<file path="src/verilog/soc_pkg.sv">
package soc_pkg;

    // Bus word
    typedef logic [31:0] word_t;

    // One-hot device selects
    typedef struct packed {
        logic ram;
        logic display;
        logic switches;
        logic irq;
    } chip_select_t;

    // Master request, sampled on every rising edge
    typedef struct packed {
        word_t      addr;
        logic       read_enable;
        logic       write_enable;
        word_t      write_data;
        logic [3:0] write_mask;   // One bit per byte lane
    } bus_req_t;

    // Address map, decoded on the top nibble
    localparam int    REGION_MSB   = 31;
    localparam int    REGION_LSB   = 28;
    localparam word_t RAM_BASE     = 32'h0000_0000;
    localparam word_t DISPLAY_BASE = 32'h1000_0000;
    localparam word_t SWITCH_BASE  = 32'h2000_0000;
    localparam word_t IRQ_BASE     = 32'h3000_0000;

    // Word addressing
    localparam int WORD_LSB   = 2;
    localparam int RAM_WORDS  = 256;
    localparam int RAM_ADDR_W = $clog2(RAM_WORDS);   // Index from addr[9:2]

    // Device register word indexes, addr[5:2]
    localparam int REG_IDX_W = 4;
    typedef enum logic [REG_IDX_W-1:0] {
        REG_VALUE   = 4'd0,
        REG_CONTROL = 4'd1,
        REG_PENDING = 4'd2,
        REG_ENABLE  = 4'd3
    } reg_offset_e;

    // Peripherals
    localparam int IRQ_SOURCES   = 2;    // Bit 0 switches, bit 1 spare
    localparam int SWITCH_COUNT  = 16;
    localparam int DSP_DIGITS    = 8;
    localparam int DIGIT_IDX_W   = $clog2(DSP_DIGITS);
    localparam int DSP_SCAN_DIV  = 16;   // Clocks per digit
    localparam int SCAN_CNT_W    = $clog2(DSP_SCAN_DIV);

    typedef enum logic {
        SCAN_BLANK,
        SCAN_DRIVE
    } scan_state_e;

endpackage

</file>
<file path="src/verilog/bus_decoder.sv">
`timescale 1ns/1ns

module bus_decoder (
    input  logic                  cpu_clk_i,
    input  logic                  arst_n_i,
    input  soc_pkg::bus_req_t     bus_req_i,
    input  soc_pkg::word_t        ram_data_i,
    input  soc_pkg::word_t        dsp_data_i,
    input  soc_pkg::word_t        sw_data_i,
    input  soc_pkg::word_t        irq_data_i,
    output soc_pkg::chip_select_t chip_select_o,
    output soc_pkg::word_t        bus_read_data_o
);
    import soc_pkg::*;

    logic [REGION_MSB:REGION_LSB] region;
    logic                         access;
    chip_select_t                 read_select_q;   // Device owning the data in flight

    assign region = bus_req_i.addr[REGION_MSB:REGION_LSB];
    assign access = bus_req_i.read_enable | bus_req_i.write_enable;

    always_comb begin
        chip_select_o = '0;
        if (access) begin
            case (region)
                RAM_BASE[REGION_MSB:REGION_LSB]:     chip_select_o.ram      = 1'b1;
                DISPLAY_BASE[REGION_MSB:REGION_LSB]: chip_select_o.display  = 1'b1;
                SWITCH_BASE[REGION_MSB:REGION_LSB]:  chip_select_o.switches = 1'b1;
                IRQ_BASE[REGION_MSB:REGION_LSB]:     chip_select_o.irq      = 1'b1;
                default:                             chip_select_o          = '0;
            endcase
        end
    end

    // Only reads return data, so writes leave nothing in flight
    always_ff @(posedge cpu_clk_i or negedge arst_n_i) begin
        if (!arst_n_i) begin
            read_select_q <= '0;
        end else begin
            read_select_q <= bus_req_i.read_enable ? chip_select_o : '0;
        end
    end

    always_comb begin
        if (read_select_q.ram)
            bus_read_data_o = ram_data_i;
        else if (read_select_q.display)
            bus_read_data_o = dsp_data_i;
        else if (read_select_q.switches)
            bus_read_data_o = sw_data_i;
        else if (read_select_q.irq)
            bus_read_data_o = irq_data_i;
        else
            bus_read_data_o = '0;   // Unmapped or idle
    end

endmodule

</file>
<file path="config.mk">
export PLATFORM = sky130hd
export DESIGN_NAME = bus_decoder
export DESIGN_NICKNAME = d
export VERILOG_FILES = /design/src/verilog/soc_pkg.sv /design/src/verilog/bus_decoder.sv
export SDC_FILE = /design/constraint.sdc
export NUM_CORES = 1
export LEC_CHECK = 0
export BUFFER_PORTS_ARGS = -buffer_cell sky130_fd_sc_hd__buf_2
export CORE_AREA = 2 2 91 93
export CTS_BUF_LIST = sky130_fd_sc_hd__clkbuf_16
export CTS_CLUSTER_DIAMETER = 60
export DETAILED_ROUTE_END_ITERATION = 10
export DIE_AREA = 0 0 93 95
export HOLD_SLACK_MARGIN = 0.08
export PLACE_DENSITY = 0.54
export SYNTH_ARGS = -nofsm -noshare
export SYNTH_HDL_FRONTEND = slang
export SYNTH_SLANG_ARGS = --single-unit
</file>
<file path="constraint.sdc">
create_clock -name cpu_clk_i -period 1.6 [get_ports cpu_clk_i]
set_input_delay 0.24 -clock cpu_clk_i [delete_from_list [all_inputs] [get_ports cpu_clk_i]]
set_output_delay 0.24 -clock cpu_clk_i [all_outputs]
set_load 0.01 [all_outputs]
</file>
==> reports/qor.yml <==
status: "complete, but fails checks"
violations: "negative setup slack"
hp-class: "primary input to register"
dpl-instance-area_sq_mm: 0.00219
setup_viol: 32
cellPowerDensity_mw_per_mm2: 368
grt_pass1_wl_microns: 7820
drtIter0Drc: 37
hpwlAfterDp_microns: 4470
port_buffers: 171
clkSinkCount: 4
diodes: 0
via_per_inst: 4.36
dieArea_sq_mm: 0.00884
drc: 0
multiInputGateArea_sq_um: 980
power.total_uw: 882
critical_path.max_fanout: 9
synth_top_area_share: 0.312
nets: 513
period_minus_slack_ns: 1.68
die_y_microns: 95
grt_pass1_vias: 1646
slew_headroom: 0.752
synth_area_leaders: "a22oi_2 (31%), a21oi_2 (21%), o22ai_1 (16%)"
clk_pin_slew_ns: 0.03
synth_cell_type_count: 20
regMostFlops: "read_select_q"
synth_top_area_cell: "a22oi_2"
cts_root_buffer: "clkbuf_16"
wire_per_inst_microns: 13.7
synth_warnings: 0
final_cell_mix: "buf_2 (171), a22oi_2 (32), o22ai_1 (31), a21oi_2 (30)"
grt_setup_unrepaired: "yes"
initial_core_util: 0.157
tightest_slew_ns: 0.368
cp.required_ns: 1.36
cts_buffers: 3
drv_cap: 0
dp_slack_ns: 0.137
avgSynthCellArea_sq_um: 9.14
htree_levels: 1
overflow: 0
arrival_ns: 1.44
clk_path_buf_depth: 2
globalRouteTotalUtil: 0.111
fmax_mhz: 596
reg_top3: "read_select_q x4"
final_common_cell: "buf_2"
die_w_microns: 93
seq_area_sq_um: 101
vias: 1817
antenna_found_initial: 0
endpoint_kind: "output pin"
worstHoldStart: "bus_req_i[67]"
routed_wl_microns: 5700
finalHoldViolCount: 0
cts_tree: "done"
crit_start: "read_select_q[1]"
grt_max_degree: 20
syn_nets: 336
syn_inst: 136
largest_reg_flops: 4
ys_seq_elements: 4
ys_seq_area_frac: 0.0805
maxSlewViolCount: 0
gp_congestion: 0.681
placementRows: 33
worst-setup-path-type: "register to output pin"
fin_area_sq_mm: 0.00240
core_sq_mm: 0.00793
drive_gt1_frac: 0.827
p_leak_nw: 1.14
startpoint_type: "register"
netlist_area_sq_mm: 0.00124
ant_nets: 0
finalWorstSetupSlack_ns: -0.0769
area_growth_pct: 93.0
drtPass1Iterations: 4
vdd_drop_max_mv: 0.420
io_pins: 236
final_util: 0.303
fill_cells: 849
finalCritPeriodShare: 1.05
-- Yosys cell counts --
| cell | n |
|---|---|
| inv_1 | 2 |
| buf_2 | 9 |
| nor3_1 | 2 |
| nand2_1 | 2 |
| nand2b_2 | 1 |
| nor2b_4 | 1 |
| a22oi_1 | 1 |
| buf_12 | 3 |
| a21oi_1 | 1 |
| buf_6 | 2 |
| clkbuf_8 | 3 |
| o22ai_1 | 31 |
| a22oi_2 | 31 |
| a21oi_2 | 30 |
| o21ai_0 | 1 |
| nor2_1 | 8 |
| a221oi_2 | 1 |
| dfrtp_1 | 4 |
| nor3b_1 | 1 |
| nand2b_1 | 2 |
-- power breakdown --
group | switching (mW) | internal (mW)
Sequential | 0.00174 | 0.104
Clock | 0.0722 | 0.323
Combinational | 0.170 | 0.213
-- kinds of logic (layout without fill, tap and decap cells) --
kind of cell / after synthesis / in the layout / share of synthesized area
AO/OA/AOI/OAI: 96 / 96 / 0.705
buffers and inverters: 19 / 195 / 0.142
AND/OR/NAND/NOR: 17 / 17 / 0.0724
flip-flops: 4 / 4 / 0.0805
-- per-layer routing --
metal	up-vias	track usage	wire length (microns)
met5	-	0	0
met4	0	0.0184	0
met3	0	0.0192	464
met2	95	0.222	3050
met1	813	0.123	2190
li1	909	-	-
-- repair_timing --
item | in CTS | in global routing
resized for setup | 1 | 5
buffers inserted | 2 | 1
pin swaps | 0 | 27
gates cloned | 1 | 2
endpoints found under the hold margin | 4 | 0
hold buffers | 1 | 0
setup endpoints to repair | 32 | 32
-- final cells by class --
cell class	instances	share of cell area
Inverter	2	0.00313
Multi-Input combinational cell	113	0.408
Tap cell	105	0.0547
Clock buffer	3	0.0313
Sequential cell	4	0.0422
Timing Repair Buffer	189	0.459
Clock inverter	1	0.00156
-- critical path, stage by stage, from the launching register on --
cell,delay (ns)
dfrtp_2,0.42
nor2b_4,0.17
buf_6,0.13
buf_12,0.13
a22oi_2,0.06
a21oi_2,0.15
buf_2,0.15
-- path summary, 6_finish.rpt --
kind	slack (ns)	cells after the start	endpoint
min in group asynchronous	0.34	2	read_select_q[0]
max in group asynchronous	1.13	2	read_select_q[1]
max	-0.08	6	bus_read_data_o[10]
min	0.24	2	read_select_q[3]
-- per-stage QoR --
stage / setup TNS, ns / hold slack (ns) / std cells
final: -1.34 / 0.235 / 417
after global routing: -3.72 / 0.252 / 417
after CTS: -2.14 / 0.229 / 414
after detailed placement: 0 / 0.0476 / 406
after global placement: 0 / 0.0439 / 406
after floorplan: 0 / -0.0556 / 136
(Power assumes the default switching activity.)
