`config.mk`:
```
export PLATFORM = sky130hd
export DESIGN_NAME = interrupt_controller
export DESIGN_NICKNAME = d
export VERILOG_FILES = /design/src/verilog/soc_pkg.sv /design/src/verilog/interrupt_controller.sv
export SDC_FILE = /design/constraint.sdc
export NUM_CORES = 1
export LEC_CHECK = 0
export BUFFER_PORTS_ARGS = -buffer_cell sky130_fd_sc_hd__buf_4
export CAP_MARGIN = 20
export CORE_ASPECT_RATIO = 0.9
export CORE_MARGIN = 2
export CORE_UTILIZATION = 26
export DETAILED_ROUTE_END_ITERATION = 10
export PLACE_DENSITY = 0.91
export SYNTH_ARGS = -nofsm -noshare
export SYNTH_HDL_FRONTEND = slang
export SYNTH_SLANG_ARGS = --single-unit
```
`constraint.sdc`:
```
create_clock -name cpu_clk_i -period 2.1 [get_ports cpu_clk_i]
set_clock_uncertainty 0.2 [all_clocks]
set_input_delay 0.21 -clock cpu_clk_i [delete_from_list [all_inputs] [get_ports cpu_clk_i]]
set_output_delay 0.21 -clock cpu_clk_i [all_outputs]
set_load 0.02 [all_outputs]
```
`src/verilog/soc_pkg.sv`:
```
package soc_pkg;

    // Bus word
    typedef logic [31:0] word_t;

    // One-hot device selects
    typedef struct packed {
        logic ram;
        logic display;
        logic switches;
        logic irq;
    } chip_select_t;

    // Master request, sampled on every rising edge
    typedef struct packed {
        word_t      addr;
        logic       read_enable;
        logic       write_enable;
        word_t      write_data;
        logic [3:0] write_mask;   // One bit per byte lane
    } bus_req_t;

    // Address map, decoded on the top nibble
    localparam int    REGION_MSB   = 31;
    localparam int    REGION_LSB   = 28;
    localparam word_t RAM_BASE     = 32'h0000_0000;
    localparam word_t DISPLAY_BASE = 32'h1000_0000;
    localparam word_t SWITCH_BASE  = 32'h2000_0000;
    localparam word_t IRQ_BASE     = 32'h3000_0000;

    // Word addressing
    localparam int WORD_LSB   = 2;
    localparam int RAM_WORDS  = 256;
    localparam int RAM_ADDR_W = $clog2(RAM_WORDS);   // Index from addr[9:2]

    // Device register word indexes, addr[5:2]
    localparam int REG_IDX_W = 4;
    typedef enum logic [REG_IDX_W-1:0] {
        REG_VALUE   = 4'd0,
        REG_CONTROL = 4'd1,
        REG_PENDING = 4'd2,
        REG_ENABLE  = 4'd3
    } reg_offset_e;

    // Peripherals
    localparam int IRQ_SOURCES   = 2;    // Bit 0 switches, bit 1 spare
    localparam int SWITCH_COUNT  = 16;
    localparam int DSP_DIGITS    = 8;
    localparam int DIGIT_IDX_W   = $clog2(DSP_DIGITS);
    localparam int DSP_SCAN_DIV  = 16;   // Clocks per digit
    localparam int SCAN_CNT_W    = $clog2(DSP_SCAN_DIV);

    typedef enum logic {
        SCAN_BLANK,
        SCAN_DRIVE
    } scan_state_e;

endpackage

```
`src/verilog/interrupt_controller.sv`:
```
`timescale 1ns/1ns

module interrupt_controller (
    input  logic                             cpu_clk_i,
    input  logic                             arst_n_i,
    input  logic                             select_i,
    input  soc_pkg::bus_req_t                bus_req_i,
    input  logic [soc_pkg::IRQ_SOURCES-1:0]  irq_i,       // Level sources
    output soc_pkg::word_t                   read_data_o,
    output logic                             interrupt_o
);
    import soc_pkg::*;

    logic [IRQ_SOURCES-1:0] pending_q;
    logic [IRQ_SOURCES-1:0] enable_q;
    logic [IRQ_SOURCES-1:0] pending_clear;
    logic                   reg_write;
    reg_offset_e            reg_offset;

    assign reg_offset = reg_offset_e'(bus_req_i.addr[REG_IDX_W+WORD_LSB-1:WORD_LSB]);
    assign reg_write  = select_i & bus_req_i.write_enable & bus_req_i.write_mask[0];

    always_comb begin
        pending_clear = '0;
        if (reg_write && reg_offset == REG_PENDING)
            pending_clear = bus_req_i.write_data[IRQ_SOURCES-1:0];
    end

    always_ff @(posedge cpu_clk_i or negedge arst_n_i) begin
        if (!arst_n_i) begin
            pending_q   <= '0;
            enable_q    <= '0;
            interrupt_o <= 1'b0;
        end else begin
            // A source still high sets its bit again
            pending_q   <= (pending_q & ~pending_clear) | irq_i;
            interrupt_o <= |(pending_q & enable_q);
            if (reg_write && reg_offset == REG_ENABLE)
                enable_q <= bus_req_i.write_data[IRQ_SOURCES-1:0];
        end
    end

    always_ff @(posedge cpu_clk_i) begin
        if (select_i && bus_req_i.read_enable) begin
            case (reg_offset)
                REG_PENDING: read_data_o <= {{(32-IRQ_SOURCES){1'b0}}, pending_q};
                REG_ENABLE:  read_data_o <= {{(32-IRQ_SOURCES){1'b0}}, enable_q};
                default:     read_data_o <= '0;
            endcase
        end
    end

endmodule

```
==> impl_metrics.ini, run 1 <==
[setup_path]
critPathKind = in -> reg
slowest_stage = dlygate4sd3_1
crit-reg2reg-launch = pending_q[0]
critPathCaptureType = register
cp-startpoint = bus_req_i[5]
cpPeakStageDelay_ps = 540
crit_required_ps = 2020
path_cells = dlygate4sd3_1 > buf_4 > mux2_1
cp_max_fo = 2
worstPathArrival_ps = 1170
cp-start-kind = input port

[floorplan]
core_sq_um = 1952
fp.dieW_um = 52.34
initial_core_util_pct = 28.01
die_h_um = 47.51
ioPinCount = 108
die_area_sq_um = 2486
rows = 15

[logic_synthesis]
syn_area_per_cell_sq_um = 9.764
async_flop_share_pct = 71.43
synth-edff-count = 2
netlist_area_sq_um = 546.8
synth.area.top_cells = buf_4 41%, dfrtp_1 23%, edfxtp_1 11%, a22o_1 4.8%, mux2_1 4.1%
synth-seq-cells = 7
synth_top_area_share_pct = 41.19
yosys_warnings = 0
yosysSeqAreaShare_pct = 33.87
ys_types = 16
synth_top_area_cell = buf_4
synth_most_common_cell = buf_4
synth_cells = 56
ys.flop_type = dfrtp_1
synth_common_cells = 30 x buf_4, 5 x dfrtp_1, 3 x a22o_1

[clock_network]
path_clk_slew_ps = 50
numCtsBuffers = 3
insertion_delay_ps = 250
htreeDepth = 1
clock-sinks = 7
clk_path_buf_depth = 2
cts_root_buf = clkbuf_4
cts_tree = done
post_cts_buffers = 0

[pwr]
leakage_nw = 0.3282
p_seq_share_pct = 40.9
intPower_uw = 259.1
sw_frac_of_total_pct = 32.61
clkPwrFrac_pct = 31.0
p_comb_share_pct = 28.2
peakVddDrop_mv = 0.1991
power_density_nw_per_um2 = 602.4
power.switching_uw = 125.4

[timing]
fin_ws_ps = 853.1
hold_viol = 0
period_share_pct = 59.38
setup_viol = 0
max_freq_mhz = 802.0
drv_slew = 0
rsz0062_at_grt = no
fin_tns_setup_ps = 0
period_needed_ps = 1247

[global_route]
grt_max_degree = 6
first_global_vias = 354
track_usage_pct = 7.512
grt_first_pass_wirelength_um = 1324
antenna_found_initial = 0
overflow = 0

[routing]
drc_errors = 0
routedWlPerCell_um = 9.340
drt-vias-per-instance = 3.728
top_layer = met3
drt_first_iter_violations = 10
vias = 384
finalWirelength_um = 962
met1Wirelength_um = 311
firstDrtPassIters = 4
wl_met2_um = 473
wl_met3_um = 177
postRouteAntennaNets = 0

[layout]
antenna_cells = 0
drive_gt1_share_pct = 26.92
layout.nets = 154
syn_to_final_growth_pct = 16.70

[flow_run]
max_cap_violations = 0

[run_status]
status = complete, no violations

[placed_design]
preCtsSetupSlack_ps = 675.0
place.gp.congestion = 0.6574
port_buffers = 16
hpwlAfterDp_um = 798.8

[worst_hold_path]
min_path_type = in -> reg
holdCritStartpoint = irq_i[1]
==> state kept, by name, summed over array words and instances (netlist names) <==
name and flops:
enable_q 2, pending_q 2, read_data_o 2, interrupt_o 1
==> cell type report <==
cell class | count | area, sq um
Fill cell | 205 | 1314
Multi-Input combinational cell | 46 | 237.7
Sequential cell | 7 | 185.2
Timing Repair Buffer | 19 | 150.1
Tap cell | 25 | 31.28
Clock buffer | 4 | 26.28
Inverter | 2 | 7.507
==> timing repair <==
item | in CTS | in global routing
endpoints found under the hold margin | 9 | 0
hold buffers | 3 | 0
resized for setup | 0 | 0
==> cell usage in the layout, fill, tap and decap left out, types with 2 or more instances in the layout <==
master / instances
nor2_1: 2
conb_1: 30
edfxtp_1: 2
clkbuf_4: 3
inv_1: 2
buf_4: 16
dfrtp_1: 5
dlygate4sd3_1: 3
mux2_1: 2
a31oi_1: 2
a22o_1: 3
==> cell families (layout without fill, tap and decap cells) <==
| group | Yosys count | count (layout) | synth area share (%) |
|---|---|---|---|
| AOI/OAI and AO/OA | 5 | 5 | 7.094 |
| muxes | 2 | 2 | 4.119 |
| other | 1 | 30 | 0.6858 |
| buffers and inverters | 32 | 25 | 42.56 |
| and+or+nand+nor | 9 | 9 | 11.67 |
| DFF | 7 | 7 | 33.87 |
==> layer usage <==
metal	vias up	GRT usage (%)
li1	171	-
met3	0	1.875
met1	173	6.250
met2	40	15.25
met5	-	0
met4	0	6.154
==> through the flow <==
| stage | hold slack [ps] | cells | utilization, % | area [sq um] | power, mW |
|---|---|---|---|---|---|
| 2_1_floorplan | -285.6 | 85 | - | 655.6 | 0.2682 |
| 3_3_place_gp | -189.0 | 96 | 29.81 | 581.8 | 0.2586 |
| 3_5_place_dp | -186.2 | 96 | 29.81 | 581.8 | 0.2622 |
| 4_1_cts | 32.00 | 103 | 32.69 | 638.1 | 0.3902 |
| 5_1_grt | 39.18 | 103 | 32.69 | 638.1 | 0.4094 |
| 6_report | 38.83 | 103 | 32.69 | 638.1 | 0.3844 |
==> critical path, delay by kind of cell <==
| family | cells | cell delay [ps] |
|---|---|---|
| mux | 1 | 290 |
| buf+inv | 2 | 680 |
==> power by group through the flow <==
stage	sequential (mW)	clock (mW)	combinational (mW)
2_1_floorplan	0.166	0	0.103
3_3_place_gp	0.158	0	0.100
3_5_place_dp	0.159	0	0.103
4_1_cts	0.157	0.126	0.107
5_1_grt	0.158	0.135	0.116
6_report	0.157	0.119	0.108
==> path summary, 6_finish.rpt <==
| kind | cells after the start | endpoint | slack [ps] |
|---|---|---|---|
| max in group asynchronous | 2 | enable_q[1] | 1490 |
| hold / removal | 3 | pending_q[1] | 40 |
| setup / recovery | 3 | enable_q[1] | 850 |
| min in group asynchronous | 2 | pending_q[0] | 100 |
| hold reg to reg | 1 | interrupt_o | 300 |
| setup reg to reg | 1 | read_data_o[0] | 1030 |
Note: power is estimated with default switching activity, not from simulation.
==> inputs of run 2 (changes only) <==
--- a/config.mk
+++ b/config.mk
@@ -9,9 +9,9 @@
 export CAP_MARGIN = 20
 export CORE_ASPECT_RATIO = 0.9
 export CORE_MARGIN = 2
-export CORE_UTILIZATION = 26
+export CORE_UTILIZATION = 25
 export DETAILED_ROUTE_END_ITERATION = 10
-export PLACE_DENSITY = 0.91
+export PLACE_DENSITY = 0.89
 export SYNTH_ARGS = -nofsm -noshare
 export SYNTH_HDL_FRONTEND = slang
 export SYNTH_SLANG_ARGS = --single-unit
==> constraint.sdc (replaced) <==
create_clock -name cpu_clk_i -period 1.15 [get_ports cpu_clk_i]
set_clock_uncertainty 0.2 [all_clocks]
set_input_delay 0.115 -clock cpu_clk_i [delete_from_list [all_inputs] [get_ports cpu_clk_i]]
set_output_delay 0.115 -clock cpu_clk_i [all_outputs]
set_load 0.02 [all_outputs]
==> run 2 against run 1 <==
Worst setup slack got worse by 810 ps. Die area is 3.7% higher. Critical path depth is the same. First-iteration DRC count down 50%. Non-clock buffer count up 5. Cell area up 7.8%. Via count up 3.9%. Register-to-register slack got worse by 920 ps. Final cell count increased by 6.8%. Sequential share of layout area shrank 2.1 points. Sequential power is 83% higher. Flip-flop and latch count unchanged. Critical path type is now in -> async.
==> impl_metrics.ini, run 2 (synthesized netlist as in run 1, its figures left out) <==
[clock_network]
cts_root_buf = clkbuf_4
path_clk_slew_ps = 50
post_cts_buffers = 0
cts_tree = done
clock-sinks = 7
numCtsBuffers = 3
insertion_delay_ps = 260
htreeDepth = 1
clk_path_buf_depth = 2

[global_route]
overflow = 0
grt_max_degree = 5
grt_first_pass_wirelength_um = 1393
track_usage_pct = 7.745
antenna_found_initial = 0
first_global_vias = 361

[routing]
finalWirelength_um = 988
firstDrtPassIters = 4
vias = 399
drt-vias-per-instance = 3.627
drc_errors = 0
postRouteAntennaNets = 0
drt_first_iter_violations = 5
routedWlPerCell_um = 8.982

[setup_path]
crit-reg2reg-launch = pending_q[1]
cpMostUsedCell = dlygate4sd3_1
path_cells = dlygate4sd3_1 > buf_4 > dlygate4sd3_1
r2r_setup_slack_ps = 110
critPathKind = in -> async
worstPathArrival_ps = 1360
cpPeakStageDelay_ps = 610
slowest_stage = dlygate4sd3_1
crit_required_ps = 1400
reg2reg_depth = 1
r2r_end = read_data_o[1]
critPathCaptureType = asynchronous set/reset pin
cp_max_fo = 3
cp-start-kind = input port

[timing]
max_freq_mhz = 900.7
fin_hold_ws_ps = 18.22
period_share_pct = 96.55
fin_ws_ps = 39.70
drv_slew = 0
rsz0062_at_grt = no
period_needed_ps = 1110
hold_viol = 0
setup_viol = 0

[worst_hold_path]
hold-path-cell-count = 2
hold_end = read_data_o[1]
holdCritStartpoint = bus_req_i[37]
min_path_type = in -> reg

[placed_design]
preCtsSetupSlack_ps = -111.3
placedCellCount = 101
place.gp.congestion = 0.7648
hpwlAfterDp_um = 789.7
port_buffers = 16

[flow_run]
max_cap_violations = 0

[floorplan]
rows = 16
die_h_um = 48.37
ioPinCount = 108
initial_core_util_pct = 25.77
core_sq_um = 2122
fp.dieW_um = 53.30
die_area_sq_um = 2578

[layout]
drive_gt1_share_pct = 26.51
nFillCells = 239
syn_to_final_growth_pct = 25.86
top_regs = enable_q x2, pending_q x2, read_data_o x2
antenna_cells = 0
layout.nets = 159
layout_commonest_cell = conb_1
final_util_pct = 32.43
stdcell_count = 110
mostFrequentLayoutCells = 30 x conb_1, 17 x buf_4, 7 x dlygate4sd3_1

[pwr]
power.switching_uw = 237.7
clkPwrFrac_pct = 31.2
p_comb_share_pct = 29.0
intPower_uw = 483.3
power_density_nw_per_um2 = 1048
p_total_uw = 721.0
sw_frac_of_total_pct = 32.97
p_seq_share_pct = 39.8
peakVddDrop_mv = 0.5266
leakage_nw = 0.3500

[run_status]
status = complete, no violations
## run 2: changes by cell type in the layout (fill, tap and decap cells not counted), sizes merged
cell / before / now
buf: 16 / 17
dlygate4sd3: 3 / 7
## run 2: layout make-up
| class | instances | area, sq um | area share [%] |
|---|---|---|---|
| repair buffers | 24 | 197.7 | 28.73 |
| flip-flops and latches | 7 | 185.2 | 26.91 |
| clock buffers | 4 | 26.28 | 3.818 |
| well taps | 27 | 33.78 | 4.909 |
| multi-input cells | 46 | 237.7 | 34.55 |
| inverters | 2 | 7.507 | 1.091 |
## run 2: how the worst max path moves through the flow
stage,startpoint,endpoint,slack (ps),cells after the start
3_5_place_dp,bus_req_i[43],enable_q[1],-110,3
5_1_grt,arst_n_i,pending_q[1],5,3
2_1_floorplan,bus_req_i[41],enable_q[0],50,3
4_1_cts,bus_req_i[5],enable_q[1],2,3
3_3_place_gp,bus_req_i[43],enable_q[1],-100,3
6_report,arst_n_i,pending_q[1],40,3
## run 2: stage by stage
stage	cell area, sq um	setup TNS, ps
finish	688.2	0
global route	688.2	0
detailed placement	606.8	-448.5
CTS	703.2	0
global placement	606.8	-364.5
floorplan	655.6	0
## run 2: power by group through the flow
stage / sequential (mW) / clock (mW) / combinational [mW]
2_1_floorplan: 0.302 / 0 / 0.187
3_3_place_gp: 0.290 / 0 / 0.191
3_5_place_dp: 0.292 / 0 / 0.194
4_1_cts: 0.287 / 0.230 / 0.213
5_1_grt: 0.289 / 0.243 / 0.224
6_report: 0.287 / 0.225 / 0.209
## run 2: layer usage
metal | wire length [um] | up-vias | GRT usage, %
met5 | 0 | - | 0
li1 | - | 184 | -
met3 | 176 | 4 | 2.160
met1 | 308 | 174 | 6.214
met4 | 36 | 0 | 6.410
met2 | 466 | 37 | 14.40
## run 2: repair_timing
item                       4_1_cts  5_1_grt
setup endpoints to repair        0        2
hold buffers                     7        0
resized for setup                0        0
hold endpoints to repair         9        0
## run 2: worst max-delay path, delay by kind of cell
kind | cells | cell delay (ps)
buffers and inverters | 3 | 1250
