`config.mk`:
```
export PLATFORM = sky130hd
export DESIGN_NAME = segment_display
export DESIGN_NICKNAME = d
export VERILOG_FILES = /design/src/verilog/soc_pkg.sv /design/src/verilog/segment_display.sv
export SDC_FILE = /design/constraint.sdc
export NUM_CORES = 1
export LEC_CHECK = 0
export BUFFER_PORTS_ARGS = -buffer_cell sky130_fd_sc_hd__buf_2
export CAP_MARGIN = 25
export CORE_ASPECT_RATIO = 0.7
export CORE_MARGIN = 2
export CORE_UTILIZATION = 55
export DETAILED_ROUTE_END_ITERATION = 6
export PLACE_DENSITY = 0.91
export RECOVER_POWER = 50
export SLEW_MARGIN = 20
export SYNTH_ARGS = -nofsm -noshare
export SYNTH_HDL_FRONTEND = slang
export SYNTH_SLANG_ARGS = --single-unit
```
`constraint.sdc`:
```
create_clock -name cpu_clk_i -period 9.2 [get_ports cpu_clk_i]
set_clock_uncertainty 0.2 [all_clocks]
set_input_delay 1.84 -clock cpu_clk_i [delete_from_list [all_inputs] [get_ports cpu_clk_i]]
set_output_delay 1.84 -clock cpu_clk_i [all_outputs]
set_load 0.02 [all_outputs]
```
`src/verilog/soc_pkg.sv`:
```
package soc_pkg;

    // Bus word
    typedef logic [31:0] word_t;

    // One-hot device selects
    typedef struct packed {
        logic ram;
        logic display;
        logic switches;
        logic irq;
    } chip_select_t;

    // Master request, sampled on every rising edge
    typedef struct packed {
        word_t      addr;
        logic       read_enable;
        logic       write_enable;
        word_t      write_data;
        logic [3:0] write_mask;   // One bit per byte lane
    } bus_req_t;

    // Address map, decoded on the top nibble
    localparam int    REGION_MSB   = 31;
    localparam int    REGION_LSB   = 28;
    localparam word_t RAM_BASE     = 32'h0000_0000;
    localparam word_t DISPLAY_BASE = 32'h1000_0000;
    localparam word_t SWITCH_BASE  = 32'h2000_0000;
    localparam word_t IRQ_BASE     = 32'h3000_0000;

    // Word addressing
    localparam int WORD_LSB   = 2;
    localparam int RAM_WORDS  = 256;
    localparam int RAM_ADDR_W = $clog2(RAM_WORDS);   // Index from addr[9:2]

    // Device register word indexes, addr[5:2]
    localparam int REG_IDX_W = 4;
    typedef enum logic [REG_IDX_W-1:0] {
        REG_VALUE   = 4'd0,
        REG_CONTROL = 4'd1,
        REG_PENDING = 4'd2,
        REG_ENABLE  = 4'd3
    } reg_offset_e;

    // Peripherals
    localparam int IRQ_SOURCES   = 2;    // Bit 0 switches, bit 1 spare
    localparam int SWITCH_COUNT  = 16;
    localparam int DSP_DIGITS    = 8;
    localparam int DIGIT_IDX_W   = $clog2(DSP_DIGITS);
    localparam int DSP_SCAN_DIV  = 16;   // Clocks per digit
    localparam int SCAN_CNT_W    = $clog2(DSP_SCAN_DIV);

    typedef enum logic {
        SCAN_BLANK,
        SCAN_DRIVE
    } scan_state_e;

endpackage

```
`src/verilog/segment_display.sv`:
```
`timescale 1ns/1ns

module segment_display (
    input  logic                            cpu_clk_i,
    input  logic                            arst_n_i,
    input  logic                            select_i,
    input  soc_pkg::bus_req_t               bus_req_i,
    output soc_pkg::word_t                  read_data_o,
    output logic [soc_pkg::DSP_DIGITS-1:0]  dsp_anode_o,     // Active low
    output logic [7:0]                      dsp_cathode_o    // Active low, bit 7 is dp
);
    import soc_pkg::*;

    word_t                  digits_q;       // Eight hex nibbles
    logic                   enable_q;
    logic [DSP_DIGITS-1:0]  dp_q;           // Decimal point per digit
    scan_state_e            state_q;
    logic [SCAN_CNT_W-1:0]  scan_cnt_q;
    logic [DIGIT_IDX_W-1:0] digit_q;
    logic                   reg_write;
    reg_offset_e            reg_offset;

    // Segments g..a, active low
    function automatic logic [6:0] hex_segments(input logic [3:0] nibble);
        case (nibble)
            4'h0: hex_segments = 7'b1000000;
            4'h1: hex_segments = 7'b1111001;
            4'h2: hex_segments = 7'b0100100;
            4'h3: hex_segments = 7'b0110000;
            4'h4: hex_segments = 7'b0011001;
            4'h5: hex_segments = 7'b0010010;
            4'h6: hex_segments = 7'b0000010;
            4'h7: hex_segments = 7'b1111000;
            4'h8: hex_segments = 7'b0000000;
            4'h9: hex_segments = 7'b0010000;
            4'hA: hex_segments = 7'b0001000;
            4'hB: hex_segments = 7'b0000011;
            4'hC: hex_segments = 7'b1000110;
            4'hD: hex_segments = 7'b0100001;
            4'hE: hex_segments = 7'b0000110;
            default: hex_segments = 7'b0001110;
        endcase
    endfunction

    assign reg_offset = reg_offset_e'(bus_req_i.addr[REG_IDX_W+WORD_LSB-1:WORD_LSB]);
    assign reg_write  = select_i & bus_req_i.write_enable;

    always_ff @(posedge cpu_clk_i or negedge arst_n_i) begin
        if (!arst_n_i) begin
            digits_q <= '0;
            enable_q <= 1'b0;
            dp_q     <= '0;
        end else if (reg_write) begin
            if (reg_offset == REG_VALUE) begin
                for (int b = 0; b < 4; b++) begin
                    if (bus_req_i.write_mask[b])
                        digits_q[b*8 +: 8] <= bus_req_i.write_data[b*8 +: 8];
                end
            end else if (reg_offset == REG_CONTROL) begin
                if (bus_req_i.write_mask[0])
                    enable_q <= bus_req_i.write_data[0];
                if (bus_req_i.write_mask[1])
                    dp_q <= bus_req_i.write_data[15:8];
            end
        end
    end

    // Blank one cycle, then drive the digit for DSP_SCAN_DIV cycles
    always_ff @(posedge cpu_clk_i or negedge arst_n_i) begin
        if (!arst_n_i) begin
            state_q    <= SCAN_BLANK;
            scan_cnt_q <= '0;
            digit_q    <= '0;
        end else if (!enable_q) begin
            state_q    <= SCAN_BLANK;
            scan_cnt_q <= '0;
        end else if (state_q == SCAN_BLANK) begin
            state_q    <= SCAN_DRIVE;
            scan_cnt_q <= '0;
        end else if (scan_cnt_q == SCAN_CNT_W'(DSP_SCAN_DIV - 1)) begin
            state_q <= SCAN_BLANK;
            digit_q <= digit_q + 1'b1;   // Wraps 7 to 0
        end else begin
            scan_cnt_q <= scan_cnt_q + 1'b1;
        end
    end

    always_comb begin
        dsp_anode_o   = '1;
        dsp_cathode_o = '1;
        if (state_q == SCAN_DRIVE) begin
            dsp_anode_o[digit_q] = 1'b0;
            dsp_cathode_o        = {~dp_q[digit_q], hex_segments(digits_q[digit_q*4 +: 4])};
        end
    end

    always_ff @(posedge cpu_clk_i) begin
        if (select_i && bus_req_i.read_enable) begin
            case (reg_offset)
                REG_VALUE:   read_data_o <= digits_q;
                REG_CONTROL: read_data_o <= {16'b0, dp_q, 7'b0, enable_q};
                default:     read_data_o <= '0;
            endcase
        end
    end

endmodule

```
==> results_dict.tcl, run 1 <==
set metrics [dict create \
    synth_seq_cells 81 \
    yosys.area.top_type_share_pct 32.0 \
    relSlewSlack_pct -21.5 \
    p_leak_nw 2.05 \
    final_cell_area_sq_um 4580 \
    clk_pin_slew_ns 0.08 \
    core_sq_um 6760 \
    synth_area_leaders "dfrtp_1, edfxtp_1, mux2_2" \
    clockRootBuffer "clkbuf_8" \
    slew_violations 33 \
    endpoint "dsp_cathode_o[3]" \
    drv_cap 1 \
    grt_max_degree 37 \
    worstReg2RegStart "state_q$_DFF_PN0_" \
    fin_util_pct 67.9 \
    ir_drop_mv 0.0899 \
    hpwlAfterDp_microns 6130 \
    switchingPower_mw 0.205 \
    setup_violations 0 \
    row_count 25 \
    endpoint_kind "output pin" \
    clock_latency_ns 0.34 \
    start_util_pct 56.7 \
    syn-num-nets 363 \
    worstPathMaxFanout 20 \
    synth_largest_area_cell "dfrtp_1" \
    seq_power_share_pct 52.8 \
    fin_cells 474 \
    hold_depth 1 \
    synth_cells 282 \
    grt_pass1_wl_microns 13100 \
    startpoint_type "register" \
    syn-mean-instance-area_sq_um 13.6 \
    power_frac_comb_pct 13.6 \
    io-pin-count 121 \
    synth_flop_cell "dfrtp_1" \
    drt-pass1-iter-count 4 \
    vias 2689 \
    remaining_drc_errors 0 \
    yosysUniqueCellTypes 42 \
    post_cts_buffers 0 \
    syn_to_final_growth_pct 19.7 \
    fmax_ghz 0.185 \
    ant_nets 0 \
    final.fill_count 492 \
    synthArstFlopShare_pct 60.5 \
    drive_gt1_share_pct 41.6 \
    fin_crit_sh_pct 58.9 \
    worstPathRequired_ns 7.16 \
    cts_buffers 9 \
    reg2reg_to "digit_q[2]$_DFFE_PN0P_" \
    hold_buffers 0 \
    cts.sinks 81 \
    first_global_vias 2663 \
    total_power_mw 0.813 \
    synthTopCellsByCount "dfrtp_1, mux2_2, edfxtp_1, and2_1, nand2_1" \
    cp-startpoint "digit_q[1]$_DFFE_PN0P_" \
    cts_tree "done" \
    die_x_microns 104 \
    p_per_area_nw_per_um2 177 \
    cts_buffer_depth 2 \
    yosys.cell_count.top_type "dfrtp_1" \
    syn_area_sq_um 3830 \
    ys_seq_area_share_pct 57.1 \
    initialDrtViolationCount 150 \
    routedWlPerCell_microns 17.4 \
    antenna_found_initial 0 \
    cts_max_level 3 \
    outcome "finished, violations left" \
    hold_class "register to register" \
    die_y_microns 73.8 \
    vias_per_cell 5.67 \
    holdWs_ns 0.335 \
    violations "capacitance limit, slew limit" \
    crit_type "register to output pin" \
    dp.cells 458 \
    totalWireLength_microns 8250 \
    rr_worst_depth 5 \
    ys_warn_count 0 \
    tns_ns 0 \
    place_ws_ns 4.14 \
    grt_util_all_layers_pct 22.7 \
    diodes 0 \
    p_int_mw 0.608 \
    finalHoldViolations 0 \
    place_area_sq_um 4400 \
    cts_resized 0 \
    layout_setup_ws_ns 3.78 \
    rsz0062_at_grt "no" \
    reg2reg_slack_ns 7.37 \
    gr-total-overflow 0 \
    fin_nets 456 \
    power.share.switching_pct 25.2 \
    die-area_sq_um 7660 \
    synth-edff-count 32 \
    worst_pin_slew_ns 1.82 \
    period_minus_slack_ns 5.42 \
    port_buffers 92 \
    place_congestion 0.907 \
    crit_arrival_ns 3.38 \
    p_clk_share_pct 33.7 \
]
metal layers:
| layer | track usage, % | vias to the layer above | wire, microns |
|---|---|---|---|
| met5 | 0 | - | 0 |
| met2 | 37.1 | 111 | 3900 |
| met3 | 6.65 | 14 | 670 |
| li1 | - | 1241 | - |
| met4 | 6.91 | 0 | 122 |
| met1 | 30.0 | 1323 | 3560 |
logic make-up after synthesis:
logic type / count (synthesis) / share of synthesized area [%]
flops: 81 / 57.1
buf+inv: 22 / 2.52
mux: 60 / 19.0
simple gates: 74 / 11.2
compound gates: 34 / 6.86
xor+xnor: 3 / 0.686
fa+ha+maj: 8 / 2.61
registers in the layout, indices dropped and copies added, names as in the netlist:
name / cells
read_data_o: 32
dp_q: 8
scan_cnt_q: 4
enable_q: 1
digits_q: 32
digit_q: 3
state_q: 1
cells in the final DEF (no fill, tap or decap), types with 2 or more instances in the layout:
master     synthesis  layout
nor2_1             5       5
o211ai_1           3       3
mux4_2             4       4
mux2_2            43      43
clkbuf_8           0       9
buf_4              0       2
a22o_1             9       9
nor2b_1            4       4
ha_1               8       8
a21oi_1            4       4
xnor2_1            2       2
clkinv_2           0       2
edfxtp_1          32      32
mux2i_1           11      11
clkbuf_1           7       7
bufinv_16          0       2
a221o_1            2       2
o221ai_1           3       3
nand3_1            6       6
nand4_2            2       2
inv_1              7       7
nand2_1           18      18
and2_1            27       9
a211oi_1           3       3
buf_2              5      89
and4_1             3       3
nand4_1            3       3
and2_0             0      18
o21ai_0            4       4
dfrtp_1           49      49
power by group through the flow:
stage / Combinational, mW / Sequential (mW) / Clock (mW)
after global routing: 0.122 / 0.432 / 0.293
final: 0.110 / 0.429 / 0.274
after floorplan: 0.0685 / 0.433 / 0
after global placement: 0.107 / 0.433 / 0
after CTS: 0.113 / 0.428 / 0.277
after detailed placement: 0.112 / 0.436 / 0
worst min-delay path by stage:
stage / start / end / slack, ns
3_3_place_gp: digits_q[20]$_DFFE_PN0P_ / digits_q[20]$_DFFE_PN0P_ / 0.30
3_5_place_dp: dp_q[4]$_DFFE_PN0P_ / dp_q[4]$_DFFE_PN0P_ / 0.32
6_report: scan_cnt_q[1]$_DFFE_PN0N_ / scan_cnt_q[1]$_DFFE_PN0N_ / 0.34
5_1_grt: digits_q[10]$_DFFE_PN0P_ / digits_q[10]$_DFFE_PN0P_ / 0.35
4_1_cts: digits_q[10]$_DFFE_PN0P_ / digits_q[10]$_DFFE_PN0P_ / 0.34
2_1_floorplan: digits_q[23]$_DFFE_PN0P_ / digits_q[23]$_DFFE_PN0P_ / 0.28
cell type report:
| class | instances | area (sq um) | share of cell area [%] |
|---|---|---|---|
| Clock buffer | 10 | 128 | 2.78 |
| Sequential cell | 81 | 2190 | 47.7 |
| Inverter | 7 | 26.3 | 0.573 |
| Clock inverter | 6 | 82.6 | 1.80 |
| Tap cell | 94 | 118 | 2.57 |
| Timing Repair Buffer | 97 | 483 | 10.5 |
| Multi-Input combinational cell | 179 | 1560 | 34.0 |
critical path: stages, from the launching register on:
cell and delay [ns]:
dfrtp_1 0.82, mux2_2 0.41, a221o_1 0.30, a21oi_1 0.41, inv_1 0.18, ha_1 0.29
nor2b_1 0.15, a211oi_1 0.21, o21ai_0 0.09, buf_2 0.19
Power figures use the tool's default switching activity.
==> run 2, diff against run 1 <==
- ABC_AREA: unset -> 1
- CORE_UTILIZATION: 55 -> 47
- PLACE_DENSITY: 0.91 -> 0.82
- clock period: 9.2 -> 4.5 ns (I/O delays scaled with it)
==> results_dict.tcl, run 2 <==
set metrics [dict create \
    rsz0062_at_grt "no" \
    remaining_drc_errors 0 \
    layout_commonest_cell "nand2_1" \
    clockRootBuffer "clkbuf_16" \
    synthTopCellsByCount "nand2_1, inv_1, dfrtp_1, nor2_1, edfxtp_1" \
    worstPathMaxFanout 9 \
    gr-total-overflow 0 \
    row_count 28 \
    syn_area_sq_um 4140 \
    yosys.cell_count.top_type "nand2_1" \
    clk_pin_slew_ns 0.06 \
    finalHoldViolations 0 \
    vias_per_cell 5.02 \
    layout_common_cells "nand2_1, buf_2, inv_1" \
    hpwlAfterDp_microns 6850 \
    diodes 0 \
    die_x_microns 116 \
    hold_class "register to register" \
    start_util_pct 48.6 \
    worst_path_largest_cell_delay_ns 0.58 \
    initialDrtViolationCount 336 \
    routedWlPerCell_microns 14.1 \
    syn-num-nets 541 \
    worstPathRequired_ns 3.40 \
    fin_util_pct 58.4 \
    slew_violations 83 \
    fin_nets 632 \
    grt_util_all_layers_pct 21.1 \
    grt_max_degree 50 \
    violations "capacitance limit, slew limit" \
    startpoint_type "register" \
    syn_to_final_growth_pct 20.1 \
    synth_seq_cells 81 \
    outcome "finished, violations left" \
    drv_cap 2 \
    worst_pin_slew_ns 2.59 \
    antenna_found_initial 0 \
    synth-edff-count 32 \
    synthArstFlopShare_pct 60.5 \
    synth_flop_cell "dfrtp_1" \
    fin_crit_sh_pct 82.6 \
    die_y_microns 82.5 \
    period_minus_slack_ns 3.72 \
    core_sq_um 8510 \
    yosysUniqueCellTypes 35 \
    die-area_sq_um 9580 \
    clock_latency_ns 0.35 \
    synth_cells 460 \
    drive_gt1_share_pct 25.9 \
    ir_drop_mv 0.256 \
    setup_violations 0 \
    hold_buffers 0 \
    cts_resized 0 \
    grt_pass1_wl_microns 15100 \
    cts_tree "done" \
    fin_cells 676 \
    post_cts_buffers 0 \
    synth_largest_area_cell "dfrtp_1" \
    vias 3392 \
    port_buffers 92 \
    syn-mean-instance-area_sq_um 9.00 \
    synth_area_leaders "dfrtp_1, edfxtp_1, nand2_1" \
    relSlewSlack_pct -72.9 \
    place_congestion 0.871 \
    first_global_vias 3156 \
    p_leak_nw 2.37 \
    path_cells "nand2_1 > inv_2 > nand3_1 > nand3_1 > nor2_2 > inv_1 > ha_1 > o21ai_1 > nand2_1 > nand2_1 > nand3_1 > buf_2" \
    cts_buffers 9 \
    ant_nets 0 \
    endpoint_kind "output pin" \
    yosys.area.top_type_share_pct 29.6 \
    crit_type "register to output pin" \
    total_power_mw 2.04 \
    tns_ns 0 \
    cts.sinks 81 \
    io-pin-count 121 \
    totalWireLength_microns 9530 \
    dp.cells 660 \
    cts_max_level 3 \
    crit_slowest_cell "dfrtp_1" \
    ys_seq_area_share_pct 52.8 \
    fmax_ghz 0.269 \
    largestRegisters "digits_q x32, read_data_o x32, dp_q x8" \
    cts_buffer_depth 2 \
    final.fill_count 742 \
    p_per_area_nw_per_um2 410 \
    crit_arrival_ns 2.62 \
    place_area_sq_um 4660 \
    ys_warn_count 0 \
    drt-pass1-iter-count 5 \
    final_cell_area_sq_um 4970 \
]
[run 2: final timing paths]
kind / startpoint / endpoint / slack, ns / cells after the start
max: digit_q[1]$_DFFE_PN0P_ / dsp_cathode_o[3] / 0.78 / 12
min: digits_q[10]$_DFFE_PN0P_ / digits_q[10]$_DFFE_PN0P_ / 0.29 / 2
max reg2reg: scan_cnt_q[0]$_DFFE_PN0N_ / scan_cnt_q[2]$_DFFE_PN0N_ / 2.87 / 8
min reg2reg: digits_q[10]$_DFFE_PN0P_ / digits_q[10]$_DFFE_PN0P_ / 0.29 / 2
max in group asynchronous: arst_n_i / digits_q[21]$_DFFE_PN0P_ / 1.37 / 2
min in group asynchronous: arst_n_i / scan_cnt_q[3]$_DFFE_PN0N_ / 1.27 / 2
[run 2: stage by stage]
step,hold WS [ns],setup WS (ns)
finish,0.291,0.783
detailed placement,0.274,1.20
CTS,0.288,0.815
floorplan,0.255,1.68
global route,0.315,0.535
global placement,0.269,1.27
[run 2: cell type report]
class,instances,area (sq um),area share (%)
clock inverter,6,115,2.32
clock buffer,10,229,4.60
sequential,81,2190,44.0
tap,120,150,3.02
inverter,69,265,5.33
timing repair buffer,95,475,9.56
multi-input combinational,295,1550,31.2
[run 2: metal layers]
metal / vias up / global-route usage, % / share of wire, %
met5: - / 0 / 0
met4: 0 / 3.33 / 0.93
met3: 12 / 7.30 / 7.5
met2: 150 / 35.1 / 47
met1: 1575 / 27.6 / 44
li1: 1655 / - / -
[run 2: kinds of logic after synthesis]
logic type / count (synthesis) / synth area share (%)
fa+ha+maj: 8 / 2.42
mux: 1 / 0.242
simple gates: 214 / 24.9
compound gates: 69 / 9.79
buf+inv: 84 / 9.19
xor+xnor: 3 / 0.635
flops: 81 / 52.8
[run 2: worst max-delay path: cells and delay by family (launching register included)]
family	cells	cell delay (ns)
flops	1	0.58
fa+ha+maj	1	0.23
compound gates	1	0.14
buf+inv	3	0.41
simple gates	7	0.91
[run 2: where the power goes]
group	internal, mW	leakage (nW)	switching, mW
logic	0.101	1.34	0.200
registers	0.846	0.864	0.0442
clock network	0.545	0.163	0.299
total	1.49	2.37	0.544
