### src/verilog/soc_pkg.sv
package soc_pkg;

    // Bus word
    typedef logic [31:0] word_t;

    // One-hot device selects
    typedef struct packed {
        logic ram;
        logic display;
        logic switches;
        logic irq;
    } chip_select_t;

    // Master request, sampled on every rising edge
    typedef struct packed {
        word_t      addr;
        logic       read_enable;
        logic       write_enable;
        word_t      write_data;
        logic [3:0] write_mask;   // One bit per byte lane
    } bus_req_t;

    // Address map, decoded on the top nibble
    localparam int    REGION_MSB   = 31;
    localparam int    REGION_LSB   = 28;
    localparam word_t RAM_BASE     = 32'h0000_0000;
    localparam word_t DISPLAY_BASE = 32'h1000_0000;
    localparam word_t SWITCH_BASE  = 32'h2000_0000;
    localparam word_t IRQ_BASE     = 32'h3000_0000;

    // Word addressing
    localparam int WORD_LSB   = 2;
    localparam int RAM_WORDS  = 256;
    localparam int RAM_ADDR_W = $clog2(RAM_WORDS);   // Index from addr[9:2]

    // Device register word indexes, addr[5:2]
    localparam int REG_IDX_W = 4;
    typedef enum logic [REG_IDX_W-1:0] {
        REG_VALUE   = 4'd0,
        REG_CONTROL = 4'd1,
        REG_PENDING = 4'd2,
        REG_ENABLE  = 4'd3
    } reg_offset_e;

    // Peripherals
    localparam int IRQ_SOURCES   = 2;    // Bit 0 switches, bit 1 spare
    localparam int SWITCH_COUNT  = 16;
    localparam int DSP_DIGITS    = 8;
    localparam int DIGIT_IDX_W   = $clog2(DSP_DIGITS);
    localparam int DSP_SCAN_DIV  = 16;   // Clocks per digit
    localparam int SCAN_CNT_W    = $clog2(DSP_SCAN_DIV);

    typedef enum logic {
        SCAN_BLANK,
        SCAN_DRIVE
    } scan_state_e;

endpackage

### src/verilog/switches.sv
`timescale 1ns/1ns

module switches (
    input  logic                              cpu_clk_i,
    input  logic                              arst_n_i,
    input  logic                              select_i,
    input  soc_pkg::bus_req_t                 bus_req_i,
    input  logic [soc_pkg::SWITCH_COUNT-1:0]  switch_i,    // Asynchronous
    output soc_pkg::word_t                    read_data_o,
    output logic                              irq_o
);
    import soc_pkg::*;

    logic [SWITCH_COUNT-1:0] sw_meta_q;
    logic [SWITCH_COUNT-1:0] sw_sync_q;
    logic [SWITCH_COUNT-1:0] sw_prev_q;   // Previous synchronized sample
    logic                    changed_q;
    logic                    changed_clear;
    reg_offset_e             reg_offset;

    assign reg_offset = reg_offset_e'(bus_req_i.addr[REG_IDX_W+WORD_LSB-1:WORD_LSB]);

    // Write 1 to control bit 0 acknowledges the change
    assign changed_clear = select_i & bus_req_i.write_enable & bus_req_i.write_mask[0]
                         & (reg_offset == REG_CONTROL) & bus_req_i.write_data[0];

    always_ff @(posedge cpu_clk_i or negedge arst_n_i) begin
        if (!arst_n_i) begin
            sw_meta_q <= '0;
            sw_sync_q <= '0;
            sw_prev_q <= '0;
            changed_q <= 1'b0;
        end else begin
            sw_meta_q <= switch_i;
            sw_sync_q <= sw_meta_q;
            sw_prev_q <= sw_sync_q;
            if (sw_sync_q != sw_prev_q)
                changed_q <= 1'b1;       // A new edge wins over the clear
            else if (changed_clear)
                changed_q <= 1'b0;
        end
    end

    assign irq_o = changed_q;

    always_ff @(posedge cpu_clk_i) begin
        if (select_i && bus_req_i.read_enable) begin
            case (reg_offset)
                REG_VALUE:   read_data_o <= {{(32-SWITCH_COUNT){1'b0}}, sw_sync_q};
                REG_CONTROL: read_data_o <= {31'b0, changed_q};
                default:     read_data_o <= '0;
            endcase
        end
    end

endmodule

### config.mk
export PLATFORM = sky130hd
export DESIGN_NAME = switches
export DESIGN_NICKNAME = d
export VERILOG_FILES = /design/src/verilog/soc_pkg.sv /design/src/verilog/switches.sv
export SDC_FILE = /design/constraint.sdc
export NUM_CORES = 1
export LEC_CHECK = 0
export ABC_AREA = 1
export BUFFER_PORTS_ARGS = -buffer_cell sky130_fd_sc_hd__buf_2
export CORE_AREA = 2 2 79 81
export CTS_CLUSTER_DIAMETER = 200
export DETAILED_ROUTE_END_ITERATION = 16
export DIE_AREA = 0 0 81 83
export PLACE_DENSITY = 0.82
export REMOVE_ABC_BUFFERS = 1
export SLEW_MARGIN = 20
export SYNTH_ARGS = -nofsm -noshare
export SYNTH_HDL_FRONTEND = slang
export SYNTH_SLANG_ARGS = --single-unit
### constraint.sdc
create_clock -name cpu_clk_i -period 0.9 [get_ports cpu_clk_i]
set_input_delay 0.135 -clock cpu_clk_i [delete_from_list [all_inputs] [get_ports cpu_clk_i]]
set_output_delay 0.135 -clock cpu_clk_i [all_outputs]
set_load 0.03 [all_outputs]
==> reports/qor.log, run 1 <==
[timing] final setup margin -0.124 ns
[placement] input/output buffers 43
[critical_path] Reg2Reg Capture Point irq_o
[critical_path] Crit Path Max Fanout 3
[outcome] result of the run complete, but fails checks
[timing] setup-violating endpoint count in the final report 19
[synthesis] Seq cells post-synth 65
[clocking] Num CTS Buffers 9
[final_layout] number of diodes 0
[timing] crit share post-route 114%
[die] die footprint 6720 sq um
[drt] number of detailed-route iterations in the first pass 4
[power_and_ir_drop] combinational power share 10.6%
[timing] worst clock skew on the final layout 0.0110 ns
[critical_path] Worst Path Required 1.12 ns
[drt] DRC Markers 0
[synthesis] unique cell type count in the Yosys netlist 15
[final_layout] number of fill cells in the layout 513
[critical_path] data arrival at the endpoint of the critical path 1.24 ns
[critical_path] internal reg-to-reg setup slack -0.12 ns
[synthesis] Synth Instances 201
[final_layout] non-filler instance count after layout 372
[die] starting density of the core 39.6%
[grt] global-route wire length before repair 6.07 mm
[placement] RD Place Congestion 0.743
[grt] global-route total usage across every layer 12.5%
[timing] endpoints failing hold 0
[synthesis] largest area contributor in the synthesized netlist sky130_fd_sc_hd__dfrtp_1
[clocking] CTS clk-pin slew, worst paths 0.07 ns
[timing] Min Clock Period, post-route 1.02 ns
[final_layout] ratio of cells with drive above 1 in the final layout 28.3%
[die] num rows 28
[placement] DP Wirelength 2.43 mm
[clocking] root cell of the clock tree sky130_fd_sc_hd__clkbuf_8
[drt] post-DR vias/cell 3.99
[final_layout] Finished Cell Area 3170 sq um
[job] max-capacitance violation count 0
[power_and_ir_drop] clock network fraction of total power 33.6%
[final_layout] area grow syn2layout 37.5%
[power_and_ir_drop] internal power 4.44 mW
[clocking] CTS tree yes
[power_and_ir_drop] worst voltage drop across the vdd grid 1170 uV
[clocking] clock sink count 65
[drt] number of nets with antenna violations after detailed routing 0
[die] Core Box Area 5820 sq um
[hold_path] hold crit path type input port to flop
[grt] vias in the first global route 1,460
[drt] DRC marker count from the first detailed-route iteration 48
[clocking] worst skew pair latency 0.33 ns
[power_and_ir_drop] Switching Power 1.37 mW
[die] Die Ht 83 um
[synthesis] syn avg cell area 11.5 sq um
[timing] maximum clock frequency 977 MHz
[power_and_ir_drop] Leakage Power 1.61 nW
[synthesis] Area contributors post-synth sky130_fd_sc_hd__dfrtp_1, sky130_fd_sc_hd__edfxtp_1, sky130_fd_sc_hd__nand2_1
[drt] routed vias 1,483
[timing] final-report max-slew violation count 0
[power_and_ir_drop] Design Power 5.80 mW
[grt] maximum number of pins on one net before global-route repair 50
[outcome] violated checks negative setup slack
[clocking] # H-tree levels 3
[final_layout] Total Nets Final 381
[clocking] number of buffers between clock root and the deepest sink 2
[critical_path] beginning of the worst register-to-register path sw_sync_q[5]
[synthesis] area fraction of the dominant cell type after synthesis 53.2%
[synthesis] share of the yosys chip area belonging to registers 74.0%
[placement] Post-Place Setup Slack -0.158 ns
[drt] final routed wirelength across all metal layers 3.70 mm
[critical_path] kind of end point of the critical path flop
[drt] Wirelength per Cell 9.95 um
[timing] RSZ-0062 raised after global routing true
[critical_path] Setup CP Type flop to flop
[die] Top Ports 122
[die] Die W 81 um
[power_and_ir_drop] switching share of power 23.5%
[critical_path] Critical Path End irq_o
[critical_path] Reg2Reg Depth 7
[grt] GR Overflow Total 0
[placement] instance area after placement 2710 sq um
[synthesis] total of warnings raised by yosys 0
[synthesis] cell area after synthesis 2300 sq um
[critical_path] critical path launch point sw_sync_q[5]
[power_and_ir_drop] Power per Cell Area 1830 nW/um^2
[grt] antenna violations before repair 0
[critical_path] category of the worst setup path launch point flop
[placement] Cells after DPL 336
[power_and_ir_drop] share of power burned in registers 55.8%
[critical path: stages (launching register included)]
cell	delay [ns]
sky130_fd_sc_hd__dfrtp_1	0.37
sky130_fd_sc_hd__inv_1	0.06
sky130_fd_sc_hd__nand2_1	0.07
sky130_fd_sc_hd__nand2_1	0.06
sky130_fd_sc_hd__nor2_1	0.11
sky130_fd_sc_hd__nand2_1	0.07
sky130_fd_sc_hd__nor2_2	0.11
sky130_fd_sc_hd__nand3_1	0.07
[cells in the final DEF, fill, tap and decap left out]
| cell | n |
|---|---|
| sky130_fd_sc_hd__nand2_1 | 50 |
| sky130_fd_sc_hd__dfrtp_1 | 49 |
| sky130_fd_sc_hd__inv_1 | 29 |
| sky130_fd_sc_hd__buf_2 | 26 |
| sky130_fd_sc_hd__nor2_1 | 24 |
| sky130_fd_sc_hd__buf_4 | 19 |
| sky130_fd_sc_hd__buf_6 | 18 |
| sky130_fd_sc_hd__dlygate4sd3_1 | 17 |
| sky130_fd_sc_hd__conb_1 | 16 |
| sky130_fd_sc_hd__edfxtp_1 | 16 |
| sky130_fd_sc_hd__clkbuf_8 | 9 |
| sky130_fd_sc_hd__clkbuf_1 | 6 |
| sky130_fd_sc_hd__inv_2 | 4 |
| sky130_fd_sc_hd__nor2_2 | 3 |
| sky130_fd_sc_hd__nand2_2 | 2 |
| sky130_fd_sc_hd__buf_12 | 2 |
| sky130_fd_sc_hd__nand3b_1 | 1 |
| sky130_fd_sc_hd__o21ai_1 | 1 |
| sky130_fd_sc_hd__xor2_1 | 1 |
| sky130_fd_sc_hd__nand4_1 | 1 |
| sky130_fd_sc_hd__o21ai_0 | 1 |
| sky130_fd_sc_hd__nand3_1 | 1 |
| sky130_fd_sc_hd__clkinv_2 | 1 |
[worst min-delay path by stage]
| stage | startpoint | endpoint | slack, ns | depth (start not counted) |
|---|---|---|---|---|
| 6_report | bus_req_i[36] | irq_o | 0.18 | 4 |
| 5_1_grt | select_i | irq_o | 0.19 | 4 |
| 4_1_cts | select_i | irq_o | 0.16 | 4 |
| 3_5_place_dp | arst_n_i | sw_meta_q[6] | 0.14 | 2 |
| 3_3_place_gp | arst_n_i | sw_meta_q[6] | 0.13 | 2 |
| 2_1_floorplan | arst_n_i | irq_o | -0.16 | 0 |
[kinds of logic (layout without fill, tap and decap cells)]
group | after synthesis | count (layout) | synth area share (%)
AND/OR/NAND/NOR | 82 | 82 | 13.9
flip-flops | 65 | 65 | 74.1
buffers and inverters | 50 | 131 | 11.1
AO/OA/AOI/OAI | 2 | 2 | 0.434
other | 1 | 16 | 0.163
XOR/XNOR | 1 | 1 | 0.380
[metrics by stage]
step	hold slack [ns]	util, %	setup TNS [ns]
3_3_place_gp	0.134	46.5	-0.120
3_5_place_dp	0.144	46.5	-0.158
6_report	0.184	54.5	-1.79
4_1_cts	0.163	54.1	-2.23
5_1_grt	0.193	54.5	-2.67
2_1_floorplan	-0.161	-	-0.00613
[per-layer routing]
metal  GRT usage [%]  routed length [um]
met2            21.0                1960
met5               0                   0
met1            12.2                1400
met3            5.76                 229
met4            7.86                 106
[state kept, by name (all words and copies together) (netlist names)]
name         flops
sw_sync_q       16
sw_meta_q       16
read_data_o     16
irq_o            1
sw_prev_q       16
[power groups by stage]
stage,sequential (mW),combinational (mW),clock (mW)
final,3.24,0.614,1.95
after global routing,3.25,0.675,2.17
after CTS,3.24,0.607,2.04
after detailed placement,3.28,0.510,0
after global placement,3.27,0.493,0
after floorplan,3.34,0.208,0
[final cells by class]
class / count / area [sq um] / share of cell area, %
inverter: 33 / 124 / 3.91
clock inverter: 1 / 5.00 / 0.158
clock buffer: 15 / 146 / 4.62
timing repair buffer: 82 / 686 / 21.6
multi-input combinational: 101 / 407 / 12.8
sequential: 65 / 1710 / 53.9
tap: 75 / 93.8 / 2.96
[cells in the mapped netlist (all sizes together)]
| library cell | n |
|---|---|
| buf | 17 |
| nor2 | 27 |
| o21ai | 2 |
| xor2 | 1 |
| edfxtp | 16 |
| nand3 | 1 |
| nand4 | 1 |
| dfrtp | 49 |
| nand3b | 1 |
| nand2 | 52 |
| inv | 33 |
| conb | 1 |
[what timing repair did]
action | CTS | global route
hold endpoints to repair | 65 | 0
hold buffers | 17 | 0
gates resized for setup | 36 | 7
pin swaps | 5 | 6
endpoints found under the setup margin | 18 | 21
buffers inserted | 1 | 2
(Power assumes the default switching activity.)
==> inputs of run 2 (changes only) <==
--- a/config.mk
+++ b/config.mk
@@ -7,12 +7,13 @@
 export LEC_CHECK = 0
 export ABC_AREA = 1
 export BUFFER_PORTS_ARGS = -buffer_cell sky130_fd_sc_hd__buf_2
-export CORE_AREA = 2 2 79 81
+export CORE_AREA = 2 2 76 78
 export CTS_CLUSTER_DIAMETER = 200
 export DETAILED_ROUTE_END_ITERATION = 16
-export DIE_AREA = 0 0 81 83
-export PLACE_DENSITY = 0.82
+export DIE_AREA = 0 0 78 80
+export PLACE_DENSITY = 0.76
 export REMOVE_ABC_BUFFERS = 1
+export SKIP_CTS_REPAIR_TIMING = 1
 export SLEW_MARGIN = 20
 export SYNTH_ARGS = -nofsm -noshare
 export SYNTH_HDL_FRONTEND = slang
==> constraint.sdc (replaced) <==
create_clock -name cpu_clk_i -period 1.05 [get_ports cpu_clk_i]
set_input_delay 0.1575 -clock cpu_clk_i [delete_from_list [all_inputs] [get_ports cpu_clk_i]]
set_output_delay 0.1575 -clock cpu_clk_i [all_outputs]
set_load 0.03 [all_outputs]
==> reports/qor.log, run 2 (synthesized netlist as in run 1, its figures left out) <==
[outcome] result of the run complete, but fails checks
[outcome] violated checks negative setup slack
[final_layout] most common cell after layout, fill and taps aside sky130_fd_sc_hd__dfrtp_1
[timing] crit share post-route 102% [-12 points]
[grt] antenna violations before repair 0 [unchanged]
[clocking] CTS clk-pin slew, worst paths 0.07 ns [about the same]
[die] die footprint 6240 sq um [-7.2%]
[timing] maximum clock frequency 936 MHz [-4.2%]
[grt] global-route total usage across every layer 12.4% [-0.12 points]
[hold_path] hold crit path type input port to flop
[final_layout] number of diodes 0 [unchanged]
[placement] DP Wirelength 2.29 mm [-5.6%]
[power_and_ir_drop] Power per Cell Area 1770 nW/um^2 [-3.5%]
[clocking] Num CTS Buffers 9 [unchanged]
[grt] vias in the first global route 1,288 [-12%]
[final_layout] area grow syn2layout 34.0%
[clocking] # H-tree levels 3 [unchanged]
[grt] global-route wire length before repair 5.42 mm [-11%]
[critical_path] largest stage delay on the critical path 0.37 ns [about the same]
[grt] maximum number of pins on one net before global-route repair 50 [unchanged]
[final_layout] commonest cells after routing, fill and taps aside sky130_fd_sc_hd__dfrtp_1, sky130_fd_sc_hd__nand2_1, sky130_fd_sc_hd__inv_1
[drt] number of detailed-route iterations in the first pass 4 [unchanged]
[die] Die Ht 80 um [-3.6%]
[drt] total met3 wirelength after detailed routing 192 um [-16%]
[die] Die W 78 um [-3.7%]
[job] max-capacitance violation count 0 [unchanged]
[final_layout] share of the core filled with cells 57.2% [+2.7 points]
[clocking] CTS tree yes
[final_layout] number of fill cells in the layout 435 [-15%]
[drt] uppermost signal routing layer after detailed routing met4
[power_and_ir_drop] Leakage Power 1.56 nW [-3.4%]
[timing] Min Clock Period, post-route 1.07 ns [+0.0448 ns]
[drt] routed vias 1,402 [-5.5%]
[drt] routed length on met1 1.41 mm [about the same]
[grt] GR Overflow Total 0 [unchanged]
[final_layout] Total Nets Final 363 [-4.7%]
[timing] Post-Route Hold Slack 0.226 ns [+0.0420 ns]
[placement] RD Place Congestion 0.765 [+2.9%]
[timing] RSZ-0062 raised after global routing true
[drt] Wirelength per Cell 10.3 um [+3.6%]
[clocking] number of buffers between clock root and the deepest sink 2 [unchanged]
[drt] DRC Markers 0 [unchanged]
[critical_path] data arrival at the endpoint of the critical path 1.28 ns [+0.04 ns]
[die] num rows 27 [-3.6%]
[critical_path] kind of end point of the critical path flop
[drt] final routed wirelength across all metal layers 3.62 mm [-2.2%]
[critical_path] Most Frequent Cell on Critical Path sky130_fd_sc_hd__nand2_1
[die] Core Box Area 5410 sq um [-7.1%]
[drt] number of nets with antenna violations after detailed routing 0 [unchanged]
[timing] final-report max-slew violation count 0 [unchanged]
[clocking] root cell of the clock tree sky130_fd_sc_hd__clkbuf_8
[timing] setup-violating endpoint count in the final report 1 [-18]
[die] Top Ports 122 [unchanged]
[critical_path] Crit Path Max Fanout 3 [unchanged]
[critical_path] category of the worst setup path launch point flop
[placement] input/output buffers 43 [unchanged]
[critical_path] Worst Path Required 1.26 ns [+0.14 ns]
[clocking] clock sink count 65 [unchanged]
[timing] endpoints failing hold 0 [unchanged]
[critical_path] slowest CP cell sky130_fd_sc_hd__dfrtp_1
[clocking] worst skew pair latency 0.33 ns [about the same]
[drt] DRC marker count from the first detailed-route iteration 51 [+6.3%]
[critical_path] Setup CP Type flop to flop
[timing] worst clock skew on the final layout 0.00582 ns [-0.00519 ns]
[drt] post-DR vias/cell 3.99 [+0.19%]
[drt] met2 wire length 1.91 mm [-2.6%]
[die] starting density of the core 42.6% [+3.0 points]
[power_and_ir_drop] worst voltage drop across the vdd grid 914 uV [-22%]
[critical_path] crit path cell chain inv_1 -> nand2_1 -> nand2_1 -> nor2_1 -> nand2_1 -> nor2_2 -> nand3_1
[final_layout] ratio of cells with drive above 1 in the final layout 25.8% [-2.5 points]
[timing] final setup margin -0.0188 ns [+0.105 ns]
run 2: cell types whose count changed in the layout (fill, tap and decap cells not counted), moves of 2 or more:
| cell | delta |
|---|---|
| sky130_fd_sc_hd__bufinv_16 | +2 |
| sky130_fd_sc_hd__clkbuf_1 | -5 |
| sky130_fd_sc_hd__buf_4 | -17 |
| sky130_fd_sc_hd__clkinv_2 | +2 |
| sky130_fd_sc_hd__nand2_2 | +2 |
| sky130_fd_sc_hd__nand2_1 | -2 |
run 2: through the flow:
step           cell area (sq um)  worst slack (ns)  std cells  power, mW  TNS, ns
2_1_floorplan               2230             0.144        199       3.04        0
3_3_place_gp                2570            0.0393        316       3.19        0
3_5_place_dp                2570           -0.0208        316       3.20  -0.0208
4_1_cts                     2790           -0.0376        332       5.45   -0.244
5_1_grt                     3090            -0.108        351       5.71   -0.407
6_report                    3090           -0.0188        351       5.46  -0.0188
run 2: critical path, delay by kind of cell (launching register included):
family / cells / cell delay (ns)
buffers and inverters: 1 / 0.07
DFF: 1 / 0.37
and+or+nand+nor: 6 / 0.50
run 2: layout make-up:
class	instances	area [sq um]	area share, %
Clock buffer	10	128	4.13
Timing Repair Buffer	64	547	17.7
Multi-Input combinational cell	101	412	13.3
Tap cell	72	90.1	2.92
Sequential cell	65	1710	55.2
Clock inverter	6	82.6	2.67
Inverter	33	124	4.01
run 2: path summary, 6_finish.rpt:
kind | start | end | slack [ns] | cells past startpoint
setup / recovery | sw_sync_q[1] | irq_o | -0.02 | 7
hold / removal | select_i | irq_o | 0.23 | 4
setup reg to reg | sw_sync_q[1] | irq_o | -0.02 | 7
hold reg to reg | sw_meta_q[15] | sw_sync_q[15] | 0.35 | 0
max in group asynchronous | arst_n_i | sw_meta_q[13] | 0.50 | 3
min in group asynchronous | arst_n_i | sw_meta_q[3] | 0.34 | 3
run 2: per-layer routing:
layer / track usage [%] / vias up
met5: 0 / -
met4: 10.2 / 0
met3: 5.32 / 12
met2: 20.0 / 44
met1: 12.5 / 634
li1: - / 712
run 2: power breakdown:
part / internal [mW] / switching (mW) / leakage, nW
registers: 2.71 / 0.0630 / 0.713
clock network: 1.32 / 0.884 / 0.106
logic: 0.190 / 0.286 / 0.740
total: 4.23 / 1.23 / 1.56
